`src/design/conv_num_pkg.sv`:
```
/* Numeric types of the expand datapath
   Data word, widths and the two views of the biased accumulator */
package conv_num_pkg;

	// Pixel and weight word
	localparam int DATA_W = 16;

	// Biased accumulator word
	localparam int ACC_W = 32;

	// Rescale field layout inside the accumulator
	localparam int FRAC_W = 14;
	localparam int MAG_W = DATA_W - 1;
	localparam int GUARD_W = ACC_W - 1 - MAG_W - FRAC_W;

	typedef logic signed [DATA_W-1:0] data_t;

	// Biased sum as one signed value, or split for the rescale
	// sign | guard | mag (bits 28..14) | frac
	typedef union packed {
		logic signed [ACC_W-1:0] sum;
		struct packed {
			logic               sign;
			logic [GUARD_W-1:0] guard;
			logic [MAG_W-1:0]   mag;
			logic [FRAC_W-1:0]  frac;
		} fld;
	} acc_word_u;

endpackage

```
`src/design/layer_cfg_pkg.sv`:
```
/* Layer identifiers and default layer geometry */
package layer_cfg_pkg;

	// Which expand layer drives the shared MAC array
	typedef enum logic {
		LAYER_FIRE4 = 1'b0,
		LAYER_FIRE5 = 1'b1
	} layer_id_t;

	////////////////////
	// Default geometry
	////////////////////

	// Input channels per pixel
	localparam int DEF_CHIN = 8;

	// Output channels per pixel
	localparam int DEF_CHOUT = 4;

	// Output side of WOUT x WOUT pixels per layer
	localparam int DEF_WOUT = 4;

endpackage

```
`src/design/mac_unit.sv`:
```
`timescale 1ns/1ns
/* Signed multiply-accumulate cell with synchronous clear */
module mac_unit
	import conv_num_pkg::*;
(
	input  logic                    clk,
	input  logic                    rst,
	input  logic                    clr,
	input  logic                    en,
	input  data_t                   pix,
	input  data_t                   ker,
	output logic signed [ACC_W-1:0] acc
);

	logic signed [ACC_W-1:0] prod;

	// Full width signed product
	assign prod = pix * ker;

	// First channel of a pixel overwrites the old sum
	always_ff @(posedge clk or negedge rst) begin
		if (!rst) begin
			acc <= '0;
		end else if (en) begin
			if (clr) begin
				acc <= prod;
			end else begin
				acc <= acc + prod;
			end
		end
	end

endmodule

```
`src/design/layer_param_rom.sv`:
```
`timescale 1ns/1ns
/* Constant weight and bias tables of fire4 and fire5 */
module layer_param_rom
	import conv_num_pkg::*;
	import layer_cfg_pkg::*;
#(
	parameter int CHIN  = 8,
	parameter int CHOUT = 4
) (
	input  layer_id_t               layer_sel,
	input  logic [$clog2(CHIN)-1:0] ch_addr,
	output data_t                   w_vec [CHOUT],
	output logic signed [ACC_W-1:0] b_vec [CHOUT]
);

	// Eight base weights per layer
	function automatic data_t weight_of(input layer_id_t l, input logic [2:0] k);
		data_t w;
		case ({l, k})
			4'h0: w = 16'sd1200;
			4'h1: w = -16'sd850;
			4'h2: w = 16'sd2047;
			4'h3: w = -16'sd300;
			4'h4: w = 16'sd640;
			4'h5: w = -16'sd1500;
			4'h6: w = 16'sd910;
			4'h7: w = 16'sd75;
			4'h8: w = -16'sd700;
			4'h9: w = 16'sd1800;
			4'ha: w = 16'sd430;
			4'hb: w = -16'sd2200;
			4'hc: w = 16'sd1333;
			4'hd: w = 16'sd260;
			4'he: w = -16'sd95;
			4'hf: w = 16'sd1024;
		endcase
		return w;
	endfunction

	// Per output channel bias, four per layer
	function automatic logic signed [ACC_W-1:0] bias_of(input layer_id_t l, input logic [1:0] k);
		logic signed [ACC_W-1:0] b;
		case ({l, k})
			3'd0: b = 32'sd1200000;
			3'd1: b = -32'sd3000000;
			3'd2: b = 32'sd450000;
			3'd3: b = -32'sd50000;
			3'd4: b = 32'sd2000000;
			3'd5: b = -32'sd800000;
			3'd6: b = 32'sd0;
			3'd7: b = 32'sd6000000;
		endcase
		return b;
	endfunction

	// Each output channel walks the weight table at its own offset
	always_comb begin
		for (int oc = 0; oc < CHOUT; oc++) begin
			w_vec[oc] = weight_of(layer_sel, 3'((int'(ch_addr) + 3 * oc) % 8));
			b_vec[oc] = bias_of(layer_sel, 2'(oc % 4));
		end
	end

	always_comb begin
		a_ch_range: assert (int'(ch_addr) < CHIN)
			else $error("ch_addr %0d out of range", ch_addr);
	end

endmodule

```
`src/design/expand1x1_engine.sv`:
```
`timescale 1ns/1ns
/* 1x1 expand engine with input sequencing, MAC array, bias, ReLU and rescale
   Layer end and finish flags with write-done feedback */
module expand1x1_engine
	import conv_num_pkg::*;
	import layer_cfg_pkg::*;
#(
	parameter int CHIN  = 8,
	parameter int CHOUT = 4,
	parameter int WOUT  = 4
) (
	input  logic                                 clk,
	input  logic                                 rst,
	input  logic                                 fire4_en,
	input  logic                                 fire5_en,
	output logic [$clog2(WOUT*WOUT*CHIN)-1:0]    ifm_addr,
	input  data_t                                ifm_data,
	output layer_id_t                            layer_sel,
	output logic [$clog2(CHIN)-1:0]              ch_addr,
	input  data_t                                w_vec [CHOUT],
	input  logic signed [ACC_W-1:0]              b_vec [CHOUT],
	output logic                                 ofm_valid,
	output data_t                                ofm_vec [CHOUT],
	output logic [$clog2(WOUT*WOUT)-1:0]         pix_idx,
	input  logic                                 layer_written,
	output logic                                 fire4_finish,
	output logic                                 fire5_finish
);

	localparam int NPIX = WOUT * WOUT;
	localparam int IAW = $clog2(NPIX * CHIN);
	localparam int CAW = $clog2(CHIN);
	localparam int PXW = $clog2(NPIX);

	layer_id_t layer_q;
	logic [$clog2(CHIN+1)-1:0] ch_cnt;
	logic [$clog2(NPIX+1)-1:0] pix_cnt;
	logic end4;
	logic end5;
	logic wr4_q;
	logic wr5_q;
	logic cur_end;
	logic run;
	logic issue;
	logic iss_v;
	logic iss_clr;
	logic iss_last;
	logic sum_v;
	logic [PXW-1:0] iss_pix;
	data_t w_q [CHOUT];
	logic signed [ACC_W-1:0] acc [CHOUT];
	acc_word_u biased [CHOUT];
	data_t res [CHOUT];

	// Hold the last layer while both enables are low
	always_comb begin
		if (fire5_en)
			layer_sel = LAYER_FIRE5;
		else if (fire4_en)
			layer_sel = LAYER_FIRE4;
		else
			layer_sel = layer_q;
	end

	////////////////////
	// Input sequencing
	////////////////////

	// ch_cnt == CHIN is the clear slot between pixels
	assign cur_end = (layer_sel == LAYER_FIRE5) ? end5 : end4;
	assign run = (fire4_en || fire5_en) && !cur_end && (pix_cnt != NPIX);
	assign issue = run && (ch_cnt != CHIN);
	assign ch_addr = issue ? ch_cnt[CAW-1:0] : '0;
	assign ifm_addr = issue ? IAW'(pix_cnt * CHIN) + IAW'(ch_addr) : '0;

	always_ff @(posedge clk or negedge rst) begin
		if (!rst) begin
			ch_cnt <= '0;
			pix_cnt <= '0;
			layer_q <= LAYER_FIRE4;
		end else begin
			layer_q <= layer_sel;
			if (layer_written) begin
				ch_cnt <= '0;
				pix_cnt <= '0;
			end else if (run) begin
				if (ch_cnt == CHIN) begin
					ch_cnt <= '0;
				end else begin
					ch_cnt <= ch_cnt + 1'b1;
				end
				if (ch_cnt == CHIN - 1)
					pix_cnt <= pix_cnt + 1'b1;
			end
		end
	end

	// Pipeline valids trail each address by the one cycle read latency
	always_ff @(posedge clk or negedge rst) begin
		if (!rst) begin
			iss_v <= 1'b0;
			iss_clr <= 1'b0;
			iss_last <= 1'b0;
			sum_v <= 1'b0;
			ofm_valid <= 1'b0;
		end else begin
			iss_v <= issue;
			iss_clr <= issue && (ch_cnt == 0);
			iss_last <= issue && (ch_cnt == CHIN - 1);
			sum_v <= iss_last;
			ofm_valid <= sum_v;
		end
	end

	always_ff @(posedge clk) begin
		if (issue) begin
			w_q <= w_vec;
			iss_pix <= PXW'(pix_cnt);
		end
		if (sum_v) begin
			ofm_vec <= res;
			pix_idx <= iss_pix;
		end
	end

	////////////////////
	// MAC array
	////////////////////

	for (genvar i = 0; i < CHOUT; i++) begin : g_mac
		mac_unit u_mac (
			.clk (clk),
			.rst (rst),
			.clr (iss_clr),
			.en  (iss_v),
			.pix (ifm_data),
			.ker (w_q[i]),
			.acc (acc[i])
		);
	end

	// Bias, then ReLU and keep bits 28..14
	always_comb begin
		for (int i = 0; i < CHOUT; i++) begin
			biased[i].sum = acc[i] + b_vec[i];
			if (biased[i].sum < 0)
				res[i] = '0;
			else
				res[i] = {1'b0, biased[i].fld.mag};
		end
	end

	////////////////////
	// Layer end and finish
	////////////////////

	always_ff @(posedge clk or negedge rst) begin
		if (!rst) begin
			end4 <= 1'b0;
			end5 <= 1'b0;
			wr4_q <= 1'b0;
			wr5_q <= 1'b0;
		end else begin
			if (ofm_valid && (pix_idx == PXW'(NPIX - 1))) begin
				if (layer_sel == LAYER_FIRE5)
					end5 <= 1'b1;
				else
					end4 <= 1'b1;
			end
			if (layer_written) begin
				if (layer_sel == LAYER_FIRE5)
					wr5_q <= 1'b1;
				else
					wr4_q <= 1'b1;
			end
		end
	end

	assign fire4_finish = end4 && !wr4_q;
	assign fire5_finish = end5 && !wr5_q;

	a_one_layer: assert property (@(posedge clk) disable iff (!rst) !(fire4_en && fire5_en))
		else $error("fire4_en and fire5_en high together");

	a_no_out_at_finish: assert property (@(posedge clk) disable iff (!rst)
		$rose(ofm_valid) |-> !(fire4_finish || fire5_finish))
		else $error("ofm_valid rose while a finish flag is high");

endmodule

```
`src/design/ofm_ram_writer.sv`:
```
`timescale 1ns/1ns
/* Output memory writer with one word per cycle and a layer write-done pulse */
module ofm_ram_writer
	import conv_num_pkg::*;
	import layer_cfg_pkg::*;
#(
	parameter int CHOUT = 4,
	parameter int WOUT  = 4
) (
	input  logic                                    clk,
	input  logic                                    rst,
	input  logic                                    ofm_valid,
	input  data_t                                   ofm_vec [CHOUT],
	input  logic [$clog2(WOUT*WOUT)-1:0]            pix_idx,
	input  layer_id_t                               layer_sel,
	output logic                                    ofm_we,
	output logic [$clog2(2*WOUT*WOUT*CHOUT)-1:0]    ofm_addr,
	output data_t                                   ofm_wdata,
	output logic                                    layer_written
);

	localparam int NPIX = WOUT * WOUT;
	localparam int OAW = $clog2(2 * NPIX * CHOUT);
	localparam int WCW = $clog2(CHOUT);

	data_t vec_q [CHOUT];
	logic [OAW-1:0] base_q;
	logic [WCW-1:0] wcnt;
	logic busy;
	logic last_pix;
	logic word_last;

	assign word_last = (wcnt == WCW'(CHOUT - 1));
	assign ofm_we = busy;
	assign ofm_addr = base_q + OAW'(wcnt);
	assign ofm_wdata = vec_q[wcnt];

	always_ff @(posedge clk or negedge rst) begin
		if (!rst) begin
			busy <= 1'b0;
			wcnt <= '0;
			last_pix <= 1'b0;
			layer_written <= 1'b0;
		end else begin
			layer_written <= busy && word_last && last_pix;
			if (ofm_valid) begin
				busy <= 1'b1;
				wcnt <= '0;
				last_pix <= (int'(pix_idx) == NPIX - 1);
			end else if (busy) begin
				if (word_last) begin
					busy <= 1'b0;
					wcnt <= '0;
				end else begin
					wcnt <= wcnt + 1'b1;
				end
			end
		end
	end

	// fire5 sits above the whole fire4 block
	always_ff @(posedge clk) begin
		if (ofm_valid) begin
			vec_q <= ofm_vec;
			base_q <= OAW'(int'(pix_idx) * CHOUT
				+ ((layer_sel == LAYER_FIRE5) ? NPIX * CHOUT : 0));
		end
	end

	a_no_overrun: assert property (@(posedge clk) disable iff (!rst)
		ofm_valid |-> (!busy || word_last))
		else $error("ofm_valid while vector still being written");

endmodule

```
`src/design/fire_expand_top.sv`:
```
`timescale 1ns/1ns
/* Top level with engine, parameter ROM and output writer */
module fire_expand_top
	import conv_num_pkg::*;
	import layer_cfg_pkg::*;
#(
	parameter int CHIN  = DEF_CHIN,
	parameter int CHOUT = DEF_CHOUT,
	parameter int WOUT  = DEF_WOUT
) (
	input  logic                                    clk,
	input  logic                                    rst,
	input  logic                                    fire4_en,
	input  logic                                    fire5_en,
	output logic [$clog2(WOUT*WOUT*CHIN)-1:0]       ifm_addr,
	input  data_t                                   ifm_data,
	output logic                                    ofm_we,
	output logic [$clog2(2*WOUT*WOUT*CHOUT)-1:0]    ofm_addr,
	output data_t                                   ofm_wdata,
	output logic                                    fire4_finish,
	output logic                                    fire5_finish
);

	layer_id_t layer_sel;
	logic [$clog2(CHIN)-1:0] ch_addr;
	data_t w_vec [CHOUT];
	logic signed [ACC_W-1:0] b_vec [CHOUT];
	logic ofm_valid;
	data_t ofm_vec [CHOUT];
	logic [$clog2(WOUT*WOUT)-1:0] pix_idx;
	logic layer_written;

	expand1x1_engine #(
		.CHIN  (CHIN),
		.CHOUT (CHOUT),
		.WOUT  (WOUT)
	) u_engine (
		.clk           (clk),
		.rst           (rst),
		.fire4_en      (fire4_en),
		.fire5_en      (fire5_en),
		.ifm_addr      (ifm_addr),
		.ifm_data      (ifm_data),
		.layer_sel     (layer_sel),
		.ch_addr       (ch_addr),
		.w_vec         (w_vec),
		.b_vec         (b_vec),
		.ofm_valid     (ofm_valid),
		.ofm_vec       (ofm_vec),
		.pix_idx       (pix_idx),
		.layer_written (layer_written),
		.fire4_finish  (fire4_finish),
		.fire5_finish  (fire5_finish)
	);

	layer_param_rom #(
		.CHIN  (CHIN),
		.CHOUT (CHOUT)
	) u_rom (
		.layer_sel (layer_sel),
		.ch_addr   (ch_addr),
		.w_vec     (w_vec),
		.b_vec     (b_vec)
	);

	ofm_ram_writer #(
		.CHOUT (CHOUT),
		.WOUT  (WOUT)
	) u_writer (
		.clk           (clk),
		.rst           (rst),
		.ofm_valid     (ofm_valid),
		.ofm_vec       (ofm_vec),
		.pix_idx       (pix_idx),
		.layer_sel     (layer_sel),
		.ofm_we        (ofm_we),
		.ofm_addr      (ofm_addr),
		.ofm_wdata     (ofm_wdata),
		.layer_written (layer_written)
	);

	// Writer drains a vector within one pixel period
	a_writer_rate: assert property (@(posedge clk) disable iff (!rst) CHOUT <= CHIN + 1)
		else $error("CHOUT %0d exceeds CHIN+1 %0d", CHOUT, CHIN + 1);

endmodule

```
`config.mk`:
```
export PLATFORM = sky130hd
export DESIGN_NAME = fire_expand_top
export DESIGN_NICKNAME = d
export VERILOG_FILES = /design/src/design/conv_num_pkg.sv /design/src/design/layer_cfg_pkg.sv /design/src/design/mac_unit.sv /design/src/design/layer_param_rom.sv /design/src/design/expand1x1_engine.sv /design/src/design/ofm_ram_writer.sv /design/src/design/fire_expand_top.sv
export SDC_FILE = /design/constraint.sdc
export NUM_CORES = 2
export LEC_CHECK = 0
export ABC_CLOCK_PERIOD_IN_PS = 9950
export BUFFER_PORTS_ARGS = -buffer_cell sky130_fd_sc_hd__buf_2
export CORE_UTILIZATION = 63
export CTS_BUF_LIST = sky130_fd_sc_hd__clkbuf_2
export CTS_CLUSTER_SIZE = 30
export DETAILED_ROUTE_END_ITERATION = 8
export PLACE_DENSITY = 0.84
export SLEW_MARGIN = 25
export SYNTH_ARGS = -nofsm -noshare
export SYNTH_HDL_FRONTEND = slang
export SYNTH_SLANG_ARGS = --single-unit
```
`constraint.sdc`:
```
create_clock -name clk -period 9.95 [get_ports clk]
set_input_delay 0.4975 -clock clk [delete_from_list [all_inputs] [get_ports clk]]
set_output_delay 0.4975 -clock clk [all_outputs]
set_load 0.005 [all_outputs]
```
# Word-level counts from Yosys, hierarchy flattened
# Memory sizes are Yosys's and may differ from the RTL's. A register that Yosys moved wholly into a read port is not among the register bits.
# Index checks and enable logic that the tools add are counted.
# W data, S select, Z words.
[classes]
add_sub_neg = 17
n_mul = 4
n_shift = 0
n_mux = 29
n_reduce_logical = 23
div_mod_pow = 0
bitwise = 2
order_cmp = 5
eq_ne = 7
[op_table]
columns = ["op", "count"]
rows = [
  ["$add A32 B32 Y32", 8],
  ["$pmux W32 S2", 4],
  ["$lt A32 B1 Y1 const B", 4],
  ["$mul A16 B16 Y32", 4],
  ["$mux W32", 4],
  ["$bmux W16 S2", 1],
  ["$mux W16", 2],
  ["$mux W5", 3],
  ["$mux W7", 2],
  ["$mux W4", 3],
  ["$logic_and A1 B1 Y1", 10],
  ["$reduce_and A2 Y1", 5],
  ["$eq A4 B4 Y1 const B", 2],
  ["$add A7 B2 Y7", 1],
  ["$add A7 B3 Y7", 1],
  ["$add A7 B7 Y7", 1],
  ["$mux W1", 6],
  ["$mux W2", 3],
  ["$reduce_bool A2 Y1", 3],
  ["$add A5 B1 Y5 const B", 1],
  ["$ne A5 B5 Y1 const B", 1],
  ["$add A4 B1 Y4 const B", 1],
  ["$eq A4 B1 Y1 const B", 1],
  ["$eq A4 B3 Y1 const B", 1],
  ["other kinds (13)", 15],
]
[word_totals]
output_inout_bits = 33
ff_bits = 295
mem_count = 4
ram_bits = 0
romBits = 1024
latchBits = 0
[memory_table]
columns = ["name", "depth", "word_bits", "rd", "rd_clocked_by_memory_dff", "wr", "line_no", "rtl"]
rows = [
  ["(no name shown)", 16, 16, 1, 1, 0, "layer_param_rom.sv:19", "case ({l, k})"],
  ["(no name shown)", 16, 16, 1, 1, 0, "layer_param_rom.sv:19", ""],
  ["(no name shown)", 16, 16, 1, 1, 0, "layer_param_rom.sv:19", ""],
  ["(no name shown)", 16, 16, 1, 1, 0, "layer_param_rom.sv:19", ""],
]

# Logic depth before layout (Yosys ltp)
[depth]
ltp_word = 10
ltp_mapped = 36
ltp_nobuf = 33

# Modules after synthesis
# From an unflattened synthesis, not the netlist that was laid out.
[hier_totals]
hier_cells = 7231
area_unflattened_um2 = 66447.5
[modules_own_cells]
columns = ["module", "n_inst", "cells_per_inst", "area_per_inst_um2"]
rows = [
  ["mac_unit (u_engine.g_mac[0].u_mac)", 1, 1512, 13267.7],
  ["mac_unit (u_engine.g_mac[1].u_mac)", 1, 1485, 12939.9],
  ["mac_unit (u_engine.g_mac[3].u_mac)", 1, 1457, 12803.5],
  ["mac_unit (u_engine.g_mac[2].u_mac)", 1, 1457, 12792.3],
  ["expand1x1_engine", 1, 878, 9596.7],
  ["ofm_ram_writer", 1, 106, 2720.1],
  ["layer_param_rom", 1, 336, 2327.2],
]

# Least setup slack after synthesis
# OpenSTA, ideal clock, no wires.
[synth_path]
path_type = "in2reg"
start = "input port ifm_data[11]"
end = "register u_engine.g_mac[2].u_mac.acc[30]"
required_ns = 9.817
path_buffers = 3
path_slack_ns = 1.696
t_arrival_ns = 8.121
cell_stages = 34
setup_time_ns = 0.133
path_cell_list = "clkbuf_1 > clkbuf_1 > nand2_1 > fa_1 > fa_1 > fa_1 > inv_1 > fa_1 > fa_1 > inv_1 > fa_1 > inv_1 > ha_1 > and3_1 > clkbuf_1 > a221oi_2 > a2bb2oi_1 > o31ai_1 > o21ai_1 > a21oi_1 > a21o_1 > a21oi_1 > xnor2_1 > ha_1 > nand2_1 > nor2_1 > nand2_1 > a2bb2oi_1 > o21ai_1 > a31o_2 > a41oi_1 > mux2_2 > a2111oi_0 > nor2_1"
[synth_between]
elab_chain_len = 3
[synth_rtl]
columns = ["element", "line_no", "rtl"]
rows = [
  ["from (decl)", "fire_expand_top.sv:16", "input data_t ifm_data,"],
  ["$mul A16 B16 Y32 *", "mac_unit.sv:18", "assign prod = pix * ker;"],
  ["$add A32 B32 Y32", "mac_unit.sv:28", "acc <= acc + prod;"],
  ["$mux W32 *", "mac_unit.sv:25", "if (clr) begin"],
  ["to (signal assigned)", "mac_unit.sv:26", "acc <= prod;"],
  ["to (signal assigned)", "mac_unit.sv:28", ""],
  ["to (decl)", "mac_unit.sv:12", "output logic signed [ACC_W-1:0] acc"],
]
# Every way passes the cells marked *; elsewhere a longest branch is shown, timed or not.
# A chain may end at the register's enable or synchronous reset.

# Final worst setup path
[layout_path]
start = "register u_engine.w_q[41] (netlist bit)"
end = "register u_engine.g_mac[1].u_mac.acc[31]"
[layout_between]
elab_chain_len = 3
[layout_rtl]
columns = ["element", "line_no", "rtl"]
rows = [
  ["from (decl)", "expand1x1_engine.sv:50", "data_t w_q [CHOUT];"],
  ["$mul A16 B16 Y32 *", "mac_unit.sv:18", ""],
  ["$add A32 B32 Y32", "mac_unit.sv:28", ""],
  ["$mux W32 *", "mac_unit.sv:25", ""],
  ["to (signal assigned)", "mac_unit.sv:26", ""],
  ["to (signal assigned)", "mac_unit.sv:28", ""],
  ["to (decl)", "mac_unit.sv:12", ""],
]
# Marks and branches as above.

==> results.ini <==
[cells_and_area]
top_library_cells_by_usage_in_the_layout_fill_and_taps_aside=sky130_fd_sc_hd__inv_1 (1293), sky130_fd_sc_hd__fa_1 (1044), sky130_fd_sc_hd__nand2_1 (640)
share_of_cells_above_drive_strength_1=0.0532
fillCellCount=7376
most_common_cell_after_layout_fill_and_taps_aside=sky130_fd_sc_hd__inv_1
multiInputGateArea_sq_um=45600
area_growth_pct=3.84
regArea_sq_um=9370
design.final.nets=8132

[routing]
post_drt_via_cell_ratio=5.88
post-route-drc-count=0
drt_iter0_markers=3907
routed-via-count=46400
route.final.wire_length_microns=157000
detailedRoute.firstPassIterationCount=8
remaining_antenna_violation_count_after_routing=0
route.detailed.wl_per_inst_microns=19.9

[logic_synthesis]
synth_top_flop_cell=sky130_fd_sc_hd__edfxtp_1
post_synth.cell_area_avg_sq_um=9.21
synth_enable_flop_cells=185
synth_seq_area_share=0.154
complex_gate_fraction_of_the_synthesized_area=0.106
synthesis.nets=8181
synth_xor_area_frac=0.0397
syn_inst=6601
mappedNetlistArea_sq_um=60800
synth_top_family_by_area=adder cells
yosys.area_share.simple=0.142
synth-warning-count=0
yosys.area_share.adder=0.450
register_bit_total_from_synthesis=337
synth.mux.area_fraction=0.0123
post_synth_num_cell_types=100
async_reset_ff_frac=0.451

[global_routing]
grt-ovfl-total=0
grt_max_degree=80
grt_pass1_wl_microns=256000
first_global_vias=48900
grt_usage=0.332
grt_antenna_before_repair=6

[die]
io_pins=53
initial_util=0.638
rows=113
die_area_sq_um=97800
floorplan.die.height_microns=313
die_width_microns=313
placeableCoreArea_sq_um=95300

[timing]
finalHoldViolations=0
min_tclk_post_route_ns=8.93
period_share=0.897
clock-skew-final_ns=0.139
slew_headroom=0.307
setup_viol_count_final=0
worst_slew_pin_slew_ns=1.03
maxSlewViolCount=0
setup_repair_after_global_routing_missed_its_margin=no
maxClockFrequency_mhz=112
postLayoutSetupSlackWorst_ns=1.02
tns_ns=0

[setup_path]
setup_crit_path_kind=register to register
endpoint_kind=register
critPathArrivalTime_ns=9.89
cpMostUsedCell=sky130_fd_sc_hd__fa_1
max_incr_delay_on_cp_ns=0.88
sort_of_element_at_the_start_of_the_critical_path=register
crit_path_slowest_cell=sky130_fd_sc_hd__edfxtp_1
crit_fanout=16
critPathRequiredTime_ns=10.91

[clock_tree]
cts-htree-levels=3
clock_tree.buffer_depth=3
post_cts.resized_instances=0
clk_transition_reported_paths_ns=0.12
cts_hold_buffers=3
cts_tree=yes
post_cts_setup_buffers=0
clk_latency_ns=1.13
clock_buffers_created_by_tritoncts=85
cts_root_buf=sky130_fd_sc_hd__clkbuf_2
clock_sink_count=337

[placement]
placement.io_buffers=51
final_weighted_congestion_in_routability_driven_placement=0.975
pre_cts_slack_ns=0.777
dpl.hpwl_microns=126000

[job]
max_cap_viol_count=0

[worst_hold_path]
min-delay-path-class=primary input to register

[run_status]
outcome=finished, final reports clean

-- area by class of cell --
type                            instances  area share
Antenna cell                            4    0.000159
Timing Repair Buffer                  122      0.0146
Clock buffer                          125     0.00991
Tap cell                             1265      0.0251
Inverter                             1303      0.0775
Multi-Input combinational cell       4703       0.722
Clock inverter                         28     0.00228
Sequential cell                       337       0.148
-- state kept, by name (all words and copies together), names as in the netlist, 5 cells and up --
signal,flops
u_writer.base_q,5
u_engine.pix_cnt,5
u_engine.w_q,52
u_engine.g_mac.u_mac.acc,128
u_engine.ofm_vec,60
u_writer.vec_q,60
-- worst max-delay path: cells and delay by family, from the launching register on --
kind,cells,cell delay [ns]
buf+inv,5,0.24
flops,1,0.88
mux,1,0.20
compound gates,13,3.14
simple gates,5,0.65
fa+ha+maj,8,3.65
-- routing by layer --
layer | vias up | global-route usage | part of all wire
met5 | - | 0 | 0.00028
met4 | 6 | 0.203 | 0.072
met3 | 496 | 0.0508 | 0.071
met2 | 1957 | 0.544 | 0.48
met1 | 23100 | 0.419 | 0.38
li1 | 20800 | - | -
-- cell usage after synthesis (all sizes together), types with 60 or more instances --
master	number	area [sq um]
o21ai	166	835
xnor2	182	1620
and2	396	2480
inv	1300	4880
a21oi	342	1720
nand3	75	375
fa	1044	20900
nor3	60	300
nand2	640	2400
edfxtp	185	5560
xor2	91	797
nor2	432	1620
dfrtp	152	3800
ha	516	6460
clkbuf	240	901
a21o	112	841
-- through the flow --
stage,instances,hold WS (ns),instance area [sq um],util
final,7887,0.178,63100,0.663
after global placement,7725,0.335,62300,0.653
after detailed placement,7725,0.353,62300,0.653
after floorplan,6601,0.202,60800,-
after global routing,7886,0.157,63100,0.663
after CTS,7881,0.111,63100,0.662
-- path summary, 6_finish.rpt --
kind                            cells past startpoint                               to               from  slack (ns)
worst max-delay path                               32  u_engine.g_mac[1].u_mac.acc[31]   u_engine.w_q[41]        1.02
min in group asynchronous                           4  u_engine.g_mac[2].u_mac.acc[25]                rst        0.45
max in group asynchronous                           5  u_engine.g_mac[1].u_mac.acc[21]                rst        7.96
worst max register to register                     32  u_engine.g_mac[1].u_mac.acc[31]   u_engine.w_q[41]        1.02
worst min-delay path                                6               u_engine.ch_cnt[0]           fire4_en        0.18
worst min register to register                      0                   u_engine.sum_v  u_engine.iss_last        0.37
-- cells by family (layout without fill, tap and decap cells) --
logic type	after synthesis	in the layout
AND/OR/NAND/NOR	1820	1820
flip-flops	337	337
multiplexers	55	55
adder cells (fa/ha/maj)	1560	1560
XOR/XNOR	273	273
AO/OA/AOI/OAI	994	994
other	1	5
buffers and inverters	1561	1578
Power is left out: the tool's default activity adds up to more than one toggle a clock period on the data nets, which glitch-free logic cannot reach.
